File: config.mk
export PLATFORM = sky130hd
export DESIGN_NAME = disp_init_top
export DESIGN_NICKNAME = d
export VERILOG_FILES = /design/src/design/disp_cmd_pkg.sv /design/src/design/disp_bus_pkg.sv /design/src/design/disp_init_rom.sv /design/src/design/disp_init_seq.sv /design/src/design/disp_bus_writer.sv /design/src/design/disp_init_top.sv
export SDC_FILE = /design/constraint.sdc
export NUM_CORES = 1
export LEC_CHECK = 0
export BUFFER_PORTS_ARGS = -buffer_cell sky130_fd_sc_hd__buf_2
export CAP_MARGIN = 20
export CORE_MARGIN = 4
export CORE_UTILIZATION = 35
export CTS_BUF_LIST = sky130_fd_sc_hd__clkbuf_4
export CTS_CLUSTER_SIZE = 40
export DETAILED_ROUTE_END_ITERATION = 12
export SETUP_SLACK_MARGIN = 0.02
export SYNTH_ARGS = -nofsm -noshare
export SYNTH_HDL_FRONTEND = slang
export SYNTH_SLANG_ARGS = --single-unit
File: constraint.sdc
create_clock -name clk -period 3.05 [get_ports clk]
set_clock_uncertainty 0.15 [all_clocks]
set_input_delay 0.915 -clock clk [delete_from_list [all_inputs] [get_ports clk]]
set_output_delay 0.915 -clock clk [all_outputs]
set_load 0.005 [all_outputs]
File: src/design/disp_cmd_pkg.sv
package disp_cmd_pkg;

    // one init word: flag in bit 15, byte in bits 7..0
    typedef struct packed {
        logic       flag;
        logic [6:0] rsvd;
        logic [7:0] data;
    } disp_word_t;

    // 26 register/value pairs
    localparam int init_len = 52;

    typedef logic [5:0] step_idx_t;

    // gap after a word, in units of gap_scale cycles
    typedef logic [7:0] gap_t;

    function automatic logic word_is_reg(disp_word_t w);
        return w.flag;
    endfunction

    // register address word (0x80 upper byte)
    function automatic disp_word_t reg_word(logic [7:0] b);
        return '{flag: 1'b1, rsvd: 7'h00, data: b};
    endfunction

    // data word for the last selected register
    function automatic disp_word_t data_word(logic [7:0] b);
        return '{flag: 1'b0, rsvd: 7'h00, data: b};
    endfunction

endpackage

File: src/design/disp_bus_pkg.sv
package disp_bus_pkg;

    // write cycle phases of the 8080 bus writer
    typedef enum logic [1:0] {
        idle,
        setup,
        strobe,
        hold
    } bus_phase_t;

    // cs_n low to wr_n low
    localparam int setup_cyc_def = 2;

    // wr_n low width
    localparam int pulse_cyc_def = 3;

    // wr_n high to cs_n high
    localparam int hold_cyc_def = 2;

    // cycles per gap unit
    localparam int gap_scale_def = 4;

endpackage

File: src/design/disp_init_rom.sv
module disp_init_rom import disp_cmd_pkg::*; (
    input  step_idx_t  step,
    output disp_word_t word,
    output gap_t       gap
);

    // about 130 cycles with the default gap unit
    localparam gap_t long_gap = 8'd32;

    always_comb begin
        case (step)
            6'd0:  word = reg_word(8'h00);
            6'd1:  word = data_word(8'h00);
            // PLL setup
            6'd2:  word = reg_word(8'h88);
            6'd3:  word = data_word(8'h0B);
            6'd4:  word = reg_word(8'h89);
            6'd5:  word = data_word(8'h02);
            // system and pixel clock
            6'd6:  word = reg_word(8'h10);
            6'd7:  word = data_word(8'h0C);
            6'd8:  word = reg_word(8'h04);
            6'd9:  word = data_word(8'h81);
            // horizontal timing
            6'd10: word = reg_word(8'h14);
            6'd11: word = data_word(8'h63);
            6'd12: word = reg_word(8'h15);
            6'd13: word = data_word(8'h00);
            6'd14: word = reg_word(8'h16);
            6'd15: word = data_word(8'h03);
            6'd16: word = reg_word(8'h17);
            6'd17: word = data_word(8'h03);
            6'd18: word = reg_word(8'h18);
            6'd19: word = data_word(8'h0B);
            // vertical timing
            6'd20: word = reg_word(8'h19);
            6'd21: word = data_word(8'hDF);
            6'd22: word = reg_word(8'h1A);
            6'd23: word = data_word(8'h01);
            6'd24: word = reg_word(8'h1B);
            6'd25: word = data_word(8'h1F);
            6'd26: word = reg_word(8'h1C);
            6'd27: word = data_word(8'h00);
            6'd28: word = reg_word(8'h1D);
            6'd29: word = data_word(8'h16);
            6'd30: word = reg_word(8'h1E);
            6'd31: word = data_word(8'h00);
            6'd32: word = reg_word(8'h1F);
            6'd33: word = data_word(8'h01);
            // active window
            6'd34: word = reg_word(8'h30);
            6'd35: word = data_word(8'h00);
            6'd36: word = reg_word(8'h31);
            6'd37: word = data_word(8'h00);
            6'd38: word = reg_word(8'h34);
            6'd39: word = data_word(8'h1F);
            6'd40: word = reg_word(8'h35);
            6'd41: word = data_word(8'h03);
            6'd42: word = reg_word(8'h32);
            6'd43: word = data_word(8'h00);
            6'd44: word = reg_word(8'h33);
            6'd45: word = data_word(8'h00);
            6'd46: word = reg_word(8'h36);
            6'd47: word = data_word(8'hDF);
            6'd48: word = reg_word(8'h37);
            6'd49: word = data_word(8'h01);
            // memory clear
            6'd50: word = reg_word(8'h8E);
            6'd51: word = data_word(8'h80);
            default: word = '0;
        endcase
    end

    // PLL needs time to lock after each PLL and clock-select write
    always_comb begin
        if (step >= step_idx_t'(init_len)) begin
            gap = '0;
        end else begin
            case (step)
                6'd3, 6'd5, 6'd9: gap = long_gap;
                default:          gap = 8'd1;
            endcase
        end
    end

endmodule

File: src/design/disp_init_seq.sv
module disp_init_seq import disp_cmd_pkg::*; #(
    parameter int gap_scale = 1
) (
    input  logic       clk,
    input  logic       nrst,
    output step_idx_t  step,
    input  disp_word_t word,
    input  gap_t       gap,
    output logic       word_stb,
    output disp_word_t wr_word,
    input  logic       busy,
    output logic       done
);

    localparam int gcnt_w = $bits(gap_t) + $clog2(gap_scale + 1);

    typedef enum logic [1:0] {
        st_issue,
        st_wait_busy,
        st_gap,
        st_finished
    } seq_state_t;

    seq_state_t          state;
    logic [gcnt_w-1:0]   gap_cnt;
    logic                issue;

    assign issue = (state == st_issue) && !busy;

    always_ff @(posedge clk, negedge nrst) begin
        if (!nrst) begin
            state    <= st_issue;
            step     <= '0;
            gap_cnt  <= '0;
            word_stb <= 1'b0;
            done     <= 1'b0;
        end else begin
            word_stb <= 1'b0;
            case (state)
                st_issue: begin
                    if (issue) begin
                        word_stb <= 1'b1;
                        state    <= st_wait_busy;
                    end
                end
                st_wait_busy: begin
                    // busy is not up yet in the strobe cycle
                    if (!word_stb && !busy) begin
                        gap_cnt <= gcnt_w'(gap) * gcnt_w'(gap_scale);
                        step    <= step + 1'b1;
                        if (step == step_idx_t'(init_len - 1)) begin
                            done  <= 1'b1;
                            state <= st_finished;
                        end else begin
                            state <= st_gap;
                        end
                    end
                end
                st_gap: begin
                    if (gap_cnt == '0) begin
                        state <= st_issue;
                    end else begin
                        gap_cnt <= gap_cnt - 1'b1;
                    end
                end
                default: state <= st_finished;
            endcase
        end
    end

    // stable copy for the writer
    always_ff @(posedge clk) begin
        if (issue) begin
            wr_word <= word;
        end
    end

    a_stb_not_busy: assert property (@(posedge clk) disable iff (!nrst)
        word_stb |-> !busy);

    a_step_range: assert property (@(posedge clk) disable iff (!nrst)
        !done |-> (step <= step_idx_t'(init_len)));

endmodule

File: src/design/disp_bus_writer.sv
module disp_bus_writer import disp_cmd_pkg::*, disp_bus_pkg::*; #(
    parameter int setup_cyc = setup_cyc_def,
    parameter int pulse_cyc = pulse_cyc_def,
    parameter int hold_cyc  = hold_cyc_def
) (
    input  logic       clk,
    input  logic       nrst,
    input  logic       word_stb,
    input  disp_word_t wr_word,
    output logic       busy,
    output logic       cs_n,
    output logic       wr_n,
    output logic       rs,
    output logic [7:0] db
);

    localparam int max_sp  = (setup_cyc > pulse_cyc) ? setup_cyc : pulse_cyc;
    localparam int cnt_max = (max_sp > hold_cyc) ? max_sp : hold_cyc;
    localparam int cnt_w   = $clog2(cnt_max + 1);

    bus_phase_t       phase;
    logic [cnt_w-1:0] cnt;

    assign busy = (phase != idle);

    always_ff @(posedge clk, negedge nrst) begin
        if (!nrst) begin
            phase <= idle;
            cnt   <= '0;
            cs_n  <= 1'b1;
            wr_n  <= 1'b1;
            rs    <= 1'b0;
            db    <= '0;
        end else begin
            case (phase)
                idle: begin
                    if (word_stb) begin
                        phase <= setup;
                        cnt   <= cnt_w'(setup_cyc - 1);
                        cs_n  <= 1'b0;
                        // rs low selects a register address
                        rs    <= ~word_is_reg(wr_word);
                        db    <= wr_word.data;
                    end
                end
                setup: begin
                    if (cnt == '0) begin
                        phase <= strobe;
                        cnt   <= cnt_w'(pulse_cyc - 1);
                        wr_n  <= 1'b0;
                    end else begin
                        cnt <= cnt - 1'b1;
                    end
                end
                strobe: begin
                    // panel latches db on the rising edge of wr_n
                    if (cnt == '0) begin
                        phase <= hold;
                        cnt   <= cnt_w'(hold_cyc - 1);
                        wr_n  <= 1'b1;
                    end else begin
                        cnt <= cnt - 1'b1;
                    end
                end
                default: begin
                    if (cnt == '0) begin
                        phase <= idle;
                        cs_n  <= 1'b1;
                    end else begin
                        cnt <= cnt - 1'b1;
                    end
                end
            endcase
        end
    end

    a_wr_in_cs: assert property (@(posedge clk) disable iff (!nrst)
        !wr_n |-> !cs_n);

    a_db_stable: assert property (@(posedge clk) disable iff (!nrst)
        (!cs_n && $past(!cs_n)) |-> ($stable(db) && $stable(rs)));

endmodule

File: src/design/disp_init_top.sv
module disp_init_top import disp_cmd_pkg::*, disp_bus_pkg::*; #(
    parameter int setup_cyc = setup_cyc_def,
    parameter int pulse_cyc = pulse_cyc_def,
    parameter int hold_cyc  = hold_cyc_def,
    parameter int gap_scale = gap_scale_def
) (
    input  logic       clk,
    input  logic       nrst,
    output logic       cs_n,
    output logic       wr_n,
    output logic       rs,
    output logic [7:0] db,
    output logic       done
);

    step_idx_t  step;
    disp_word_t rom_word;
    gap_t       gap;
    logic       word_stb;
    disp_word_t wr_word;
    logic       busy;

    disp_init_seq #(
        .gap_scale(gap_scale)
    ) seq0 (
        .clk      (clk),
        .nrst     (nrst),
        .step     (step),
        .word     (rom_word),
        .gap      (gap),
        .word_stb (word_stb),
        .wr_word  (wr_word),
        .busy     (busy),
        .done     (done)
    );

    disp_init_rom rom0 (
        .step (step),
        .word (rom_word),
        .gap  (gap)
    );

    disp_bus_writer #(
        .setup_cyc(setup_cyc),
        .pulse_cyc(pulse_cyc),
        .hold_cyc (hold_cyc)
    ) wr0 (
        .clk      (clk),
        .nrst     (nrst),
        .word_stb (word_stb),
        .wr_word  (wr_word),
        .busy     (busy),
        .cs_n     (cs_n),
        .wr_n     (wr_n),
        .rs       (rs),
        .db       (db)
    );

endmodule

# --- Word level (Yosys, flattened, before mapping) ---
# Memories as Yosys holds them, arrays and structs flattened. A register that Yosys moved wholly into a read port is not among the register bits.
# Index checks and enable logic that the tools add are counted.
word_totals:
  ff_bits: 36
  latchBits: 0
  mem_bits_rw: 0
  rom_bits: 576
  inputBits: 2
  output_inout_bits: 12
  word_cells: 83
  n_memories: 1
classes:
  addsub: 3
  mul: 0
  div_mod_pow: 0
  n_lt_le_gt_ge: 1
  n_eq_ne: 16
  n_shift: 0
  mux: 26
  bitwise: 2
  n_reduce_logical: 23
memory_table:
  columns: ["memory", "depth", "word_bits", "rd", "rd_clocked_by_memory_dff", "wr", "line_no", "rtl"]
  rows:
  - ["(name not given)", 64, 9, 1, 1, 0, "disp_init_rom.sv:11", "case (step)"]
ops:
  columns: ["cell", "count"]
  rows:
  - ["$mux 11", 2]
  - ["$pmux 11 s2", 1]
  - ["$mux 2", 10]
  - ["$pmux 2 s3", 3]
  - ["$reduce_and 3->1", 5]
  - ["$logic_not 11->1", 1]
  - ["$sub 11x1->11 const B", 1]
  - ["$ne 2x1->1 const B", 5]
  - ["$mux 8", 1]
  - ["$reduce_bool 2->1", 4]
  - ["$add 6x1->6 const B", 1]
  - ["$eq 6x2->1 const B", 1]
  - ["$eq 6x3->1 const B", 1]
  - ["$eq 6x4->1 const B", 1]
  - ["$eq 6x6->1 const B", 1]
  - ["$ge 6x6->1 const B", 1]
  - ["$logic_not 2->1", 3]
  - ["$mux 1", 6]
  - ["$mux 6", 1]
  - ["$reduce_and 2->1", 3]
  - ["$eq 2x1->1 const B", 2]
  - ["$eq 2x2->1 const B", 2]
  - ["$ne 2x2->1 const B", 2]
  - ["$ne 4x4->1 const B", 1]
  - ["other kinds (8)", 12]

# --- Logic depth before layout (Yosys ltp) ---
depth:
  depth_word: 6
  mapped_depth: 8
  mapped_depth_nobuf: 6

# --- Hierarchy ---
# Synthesis repeated with hierarchy kept, for this count alone.
hier_totals:
  cells_unflattened: 330
  area_unflattened_um2: 3275.6
modules_own_cells:
  columns: ["module", "n_inst", "cells_each", "area_per_inst_um2", "seq_area_each_um2"]
  rows:
  - ["disp_init_seq", 1, 128, 1576.5, 1006.0]
  - ["disp_init_rom", 1, 140, 927.1, 0.0]
  - ["disp_bus_writer", 1, 62, 772.0, 377.9]

# --- Worst setup path before layout ---
# No wires, ideal clock.
synth_path:
  path_type: "flip-flop to flip-flop"
  startpoint: "register seq0.step[0]"
  endpoint: "register seq0.wr_word[0] (netlist name)"
  setup_time_ps: 271
  t_arrival_ps: 1825
  required_ps: 2629
  slack_ps: 805
  stages_incl_launch_ff: 8
  path_buffers: 1
  synth_period_minus_slack_ps: 2245
  path_cell_list: "dfrtp_1 > clkbuf_1 > inv_1 > ha_1 > inv_1 > mux4_2 > o21ai_0 > o22ai_1"
synth_lines:
  columns: ["item", "line_no", "rtl"]
  rows:
  - ["start, declared", "disp_init_seq.sv:6", "output step_idx_t step,"]
  - ["start signal, assigned", "disp_init_seq.sv:50", "step <= step + 1'b1;"]

# --- Worst setup path after layout ---
layout_path:
  startpoint: "register wr0.phase[0]"
  endpoint: "register seq0.gap_cnt[2]"
layout_between:
  elab_chain_cells: 5
layout_rtl:
  columns: ["item", "line_no", "rtl"]
  rows:
  - ["start, declared", "disp_bus_writer.sv:21", "bus_phase_t phase;"]
  - ["start signal, assigned", "disp_bus_writer.sv:28", "phase <= idle;"]
  - ["start signal, assigned", "disp_bus_writer.sv:38", "phase <= setup;"]
  - ["start signal, assigned", "disp_bus_writer.sv:48", "phase <= strobe;"]
  - ["$reduce_bool 2->1", "disp_bus_writer.sv:24", "assign busy = (phase != idle);"]
  - ["$logic_not 1->1", "disp_init_seq.sv:48", "if (!word_stb && !busy) begin"]
  - ["$logic_and 1x1->1", "disp_init_seq.sv:48", null]
  - ["$ne 2x1->1 (no source line)", null, null]
  - ["$reduce_and 3->1 (no source line)", null, null]
  - ["end signal, assigned", "disp_init_seq.sv:49", "gap_cnt <= gcnt_w'(gap) * gcnt_w'(gap_scale);"]
  - ["end signal, assigned", "disp_init_seq.sv:63", "gap_cnt <= gap_cnt - 1'b1;"]
  - ["end, declared", "disp_init_seq.sv:25", "logic [gcnt_w-1:0] gap_cnt;"]
# Every way passes these cells.
# A chain may end at the register's enable or synchronous reset.

==> summary.txt <==
Floorplan
  • Die Wd: 99.5 um
  • Starting Density: 35.8%
  • # IOs: 14
  • Core Region: 0.00818 sq mm
  • Rows: 33
  • Die height: 99.5 um
  • Die area: 0.00989 sq mm

Routing
  • Antenna Nets Post-Route: 0
  • Routed vias/inst: 5.58
  • DR DRC count: 0
  • WL/cell: 15.0 um
  • Vias: 2340
  • Pre-Repair DR Iteration Count: 4
  • Starting DRT DRC Count: 214
  • Final WL: 6280 um

STA
  • Final hold vios: 0
  • RSZ-0062 raised after global routing: false
  • Slew @ Worst Pin: 0.848 ns
  • Post-layout min period: 2.52 ns
  • Slew Limit Fails: 0
  • Final worst-path cycle share: 82.7%
  • Fmax achieved: 0.397 GHz
  • Max-slew headroom: 43.5%
  • Final WS setup: 0.528 ns
  • Setup TNS: 0 ns
  • Final setup vio count: 0

Yosys
  • Synthesized area: 0.00293 sq mm
  • Mapped Nets: 330
  • Syn. warnings: 0
  • Post-synth EDFFs: 9
  • Avg Inst Size Synth: 9.51 sq um
  • Sequential fraction of the synthesis area: 40.1%
  • Async S/R FF share, synth: 80.0%
  • Yosys reg bits: 45
  • Unique masters post-synth: 64
  • Synth Flop Type: dfrtp_1
  • Synthesized instance count: 308

Worst setup path
  • Arr. time, crit path: 2.64 ns
  • Worst Setup End Kind: flop
  • Worst r2r dst: seq0.gap_cnt[2]$_DFFE_PN0P_
  • RR Startpoint: wr0.phase[0]$_DFFE_PN0P_
  • CP Cell Sequence: inv_1 > ha_1 > nand2b_1 > a211oi_1 > o21ai_0 > o221ai_1
  • Critical Path RT: 3.17 ns
  • Reg-to-reg slack, setup: 0.53 ns
  • Kind of critical path: flop to flop
  • Slowest cell delay on critical path: 0.68 ns
  • Startpoint Class: flop
  • Worst path bufs/invs: 1
  • Crit Path Max Fanout: 10
  • Worst path slowest cell: a211oi_1
  • Critical path's top delay family: compound AO/OA/AOI/OAI gates
  • Worst R2R Path Depth: 6

Clock network
  • CTS clk-pin slew, worst paths: 0.14 ns
  • TritonCTS Buffers: 5
  • Post-CTS Setup Repair Bufs: 0
  • Clock sinks: 45
  • CTS tree: yes
  • Post-cts sizing count: 0
  • Max Buffers Root-to-Sink: 2
  • Hold buffer count at cts: 0
  • Clk_lat worst skew: 0.36 ns
  • Root buffer cell: clkbuf_4
  • H-Tree Depth: 2

Finish
  • Most common cell after layout, fill and taps aside: dfrtp_1
  • Finished Layout Cells: 419
  • Area taken by flip-flops and latches: 0.00117 sq mm
  • Nets: 335
  • Area of the multi-input gates: 0.00159 sq mm
  • Most frequent cells in the layout: 34 x dfrtp_1, 22 x inv_1, 21 x nand2_1, 20 x ha_1, 19 x a21oi_1
  • Share of post-route cells with drive strength above 1: 14.3%
  • Layout area overhead: 7.78%
  • # fillers: 816
  • Antenna fix cells: 0
  • Final instance area: 0.00316 sq mm

Job
  • Max Cap Viol: 0

Place
  • GPL Wtd Cong: 0.869
  • Port Buf Inserts: 13
  • Placed cells: 411
  • Post-DP Area: 0.00308 sq mm
  • DP Worst Slack: 0.578 ns
  • Post-DP HPWL: 4430 um

Global route
  • Vias in the first global route: 2200
  • Total GRT Usage: 13.1%
  • GRT overflow: 0
  • Largest net degree at the start of global routing: 37
  • First-pass GRT wire length: 10600 um
  • Initial antenna violation count: 0

Min path
  • HP Class: flop to flop
  • Hold path start: seq0.wr_word[15]$_DFFE_PP_
  • Hold depth: 1
  • Min-Delay Endpoint: wr0.rs$_DFFE_PN0P_

Pwr
  • Peak supply drop: 0.153 mV
  • Total power: 0.997 mW
  • Leak: 1.32 nW
  • Ratio of total power to cell area: 316 mW/mm^2

Status
  • Status: finished, final reports clean
-- cell families after synthesis --
kind of cell / after synthesis / synth area share, %
flops: 45 / 40.1
buf+inv: 43 / 5.77
mux: 15 / 6.41
simple gates: 88 / 16.5
compound gates: 93 / 21.5
fa+ha+maj: 20 / 8.55
xor+xnor: 4 / 1.20
-- cells in the mapped netlist (3+ instances only) --
master / instances / area [sq um]
clkbuf_1: 14 / 52.6
a211oi_1: 6 / 45.0
nand2_1: 21 / 78.8
or3_1: 4 / 25.0
nor2b_1: 8 / 50.1
o31ai_1: 5 / 37.5
and2_1: 4 / 25.0
dfrtp_1: 34 / 851
a31oi_1: 7 / 43.8
ha_1: 20 / 250
o21ai_0: 17 / 85.1
mux2i_1: 3 / 30.0
xnor2_1: 4 / 35.0
nor3_1: 9 / 45.0
o22ai_1: 8 / 50.1
nor3b_1: 4 / 30.0
buf_2: 3 / 15.0
mux2_2: 9 / 101
nor2_1: 16 / 60.1
edfxtp_1: 9 / 270
a21oi_1: 19 / 95.1
inv_1: 22 / 82.6
nand2b_1: 6 / 37.5
-- routing by layer --
| metal | part of all wire [%] | vias up | GRT usage, % | routed length [um] |
|---|---|---|---|---|
| met5 | 0 | - | 0 | 0 |
| li1 | - | 1133 | - | - |
| met2 | 47 | 68 | 21.0 | 2980 |
| met1 | 46 | 1125 | 17.4 | 2880 |
| met3 | 4.3 | 14 | 2.38 | 271 |
| met4 | 2.5 | 0 | 5.88 | 160 |
-- registers in the layout (all words and copies together) (netlist names) --
signal	cells
wr0.wr_n	1
seq0.wr_word	9
seq0.gap_cnt	11
wr0.phase	2
wr0.cs_n	1
seq0.step	6
seq0.word_stb	1
wr0.cnt	2
seq0.state	2
wr0.db	8
wr0.rs	1
seq0.done	1
-- metrics by stage --
step / util [%] / hold slack [ns]
finish: 38.6 / 0.289
CTS: 38.6 / 0.293
global placement: 37.6 / 0.270
detailed placement: 37.6 / 0.275
floorplan: - / 0.264
global route: 38.6 / 0.313
-- power breakdown --
group          leakage [nW]  internal, mW  switching, mW
clock network        0.0456         0.181          0.195
registers             0.508         0.611              0
logic                 0.769      0.000463        0.00944
total                  1.32         0.793          0.204
-- worst max path at each step --
stage / startpoint / to / slack (ns) / depth (start not counted)
after global placement: seq0.step[0]$_DFFE_PN0P_ / seq0.gap_cnt[2]$_DFFE_PN0P_ / 0.65 / 5
after global routing: wr0.phase[0]$_DFFE_PN0P_ / seq0.gap_cnt[2]$_DFFE_PN0P_ / 0.38 / 6
after CTS: wr0.phase[0]$_DFFE_PN0P_ / seq0.gap_cnt[2]$_DFFE_PN0P_ / 0.52 / 6
final: wr0.phase[0]$_DFFE_PN0P_ / seq0.gap_cnt[2]$_DFFE_PN0P_ / 0.53 / 6
after floorplan: seq0.step[0]$_DFFE_PN0P_ / seq0.wr_word[0]$_DFFE_PP_ / 0.80 / 7
after detailed placement: wr0.phase[0]$_DFFE_PN0P_ / seq0.gap_cnt[2]$_DFFE_PN0P_ / 0.58 / 6
-- cell type report --
cell class                 count  area share, %
multi-input combinational    220           50.2
sequential                    45           37.2
tap                          105           4.16
timing repair buffer          17           3.01
inverter                      24           2.85
clock buffer                   6           1.43
clock inverter                 2           1.11
Power figures use the tool's default switching activity.
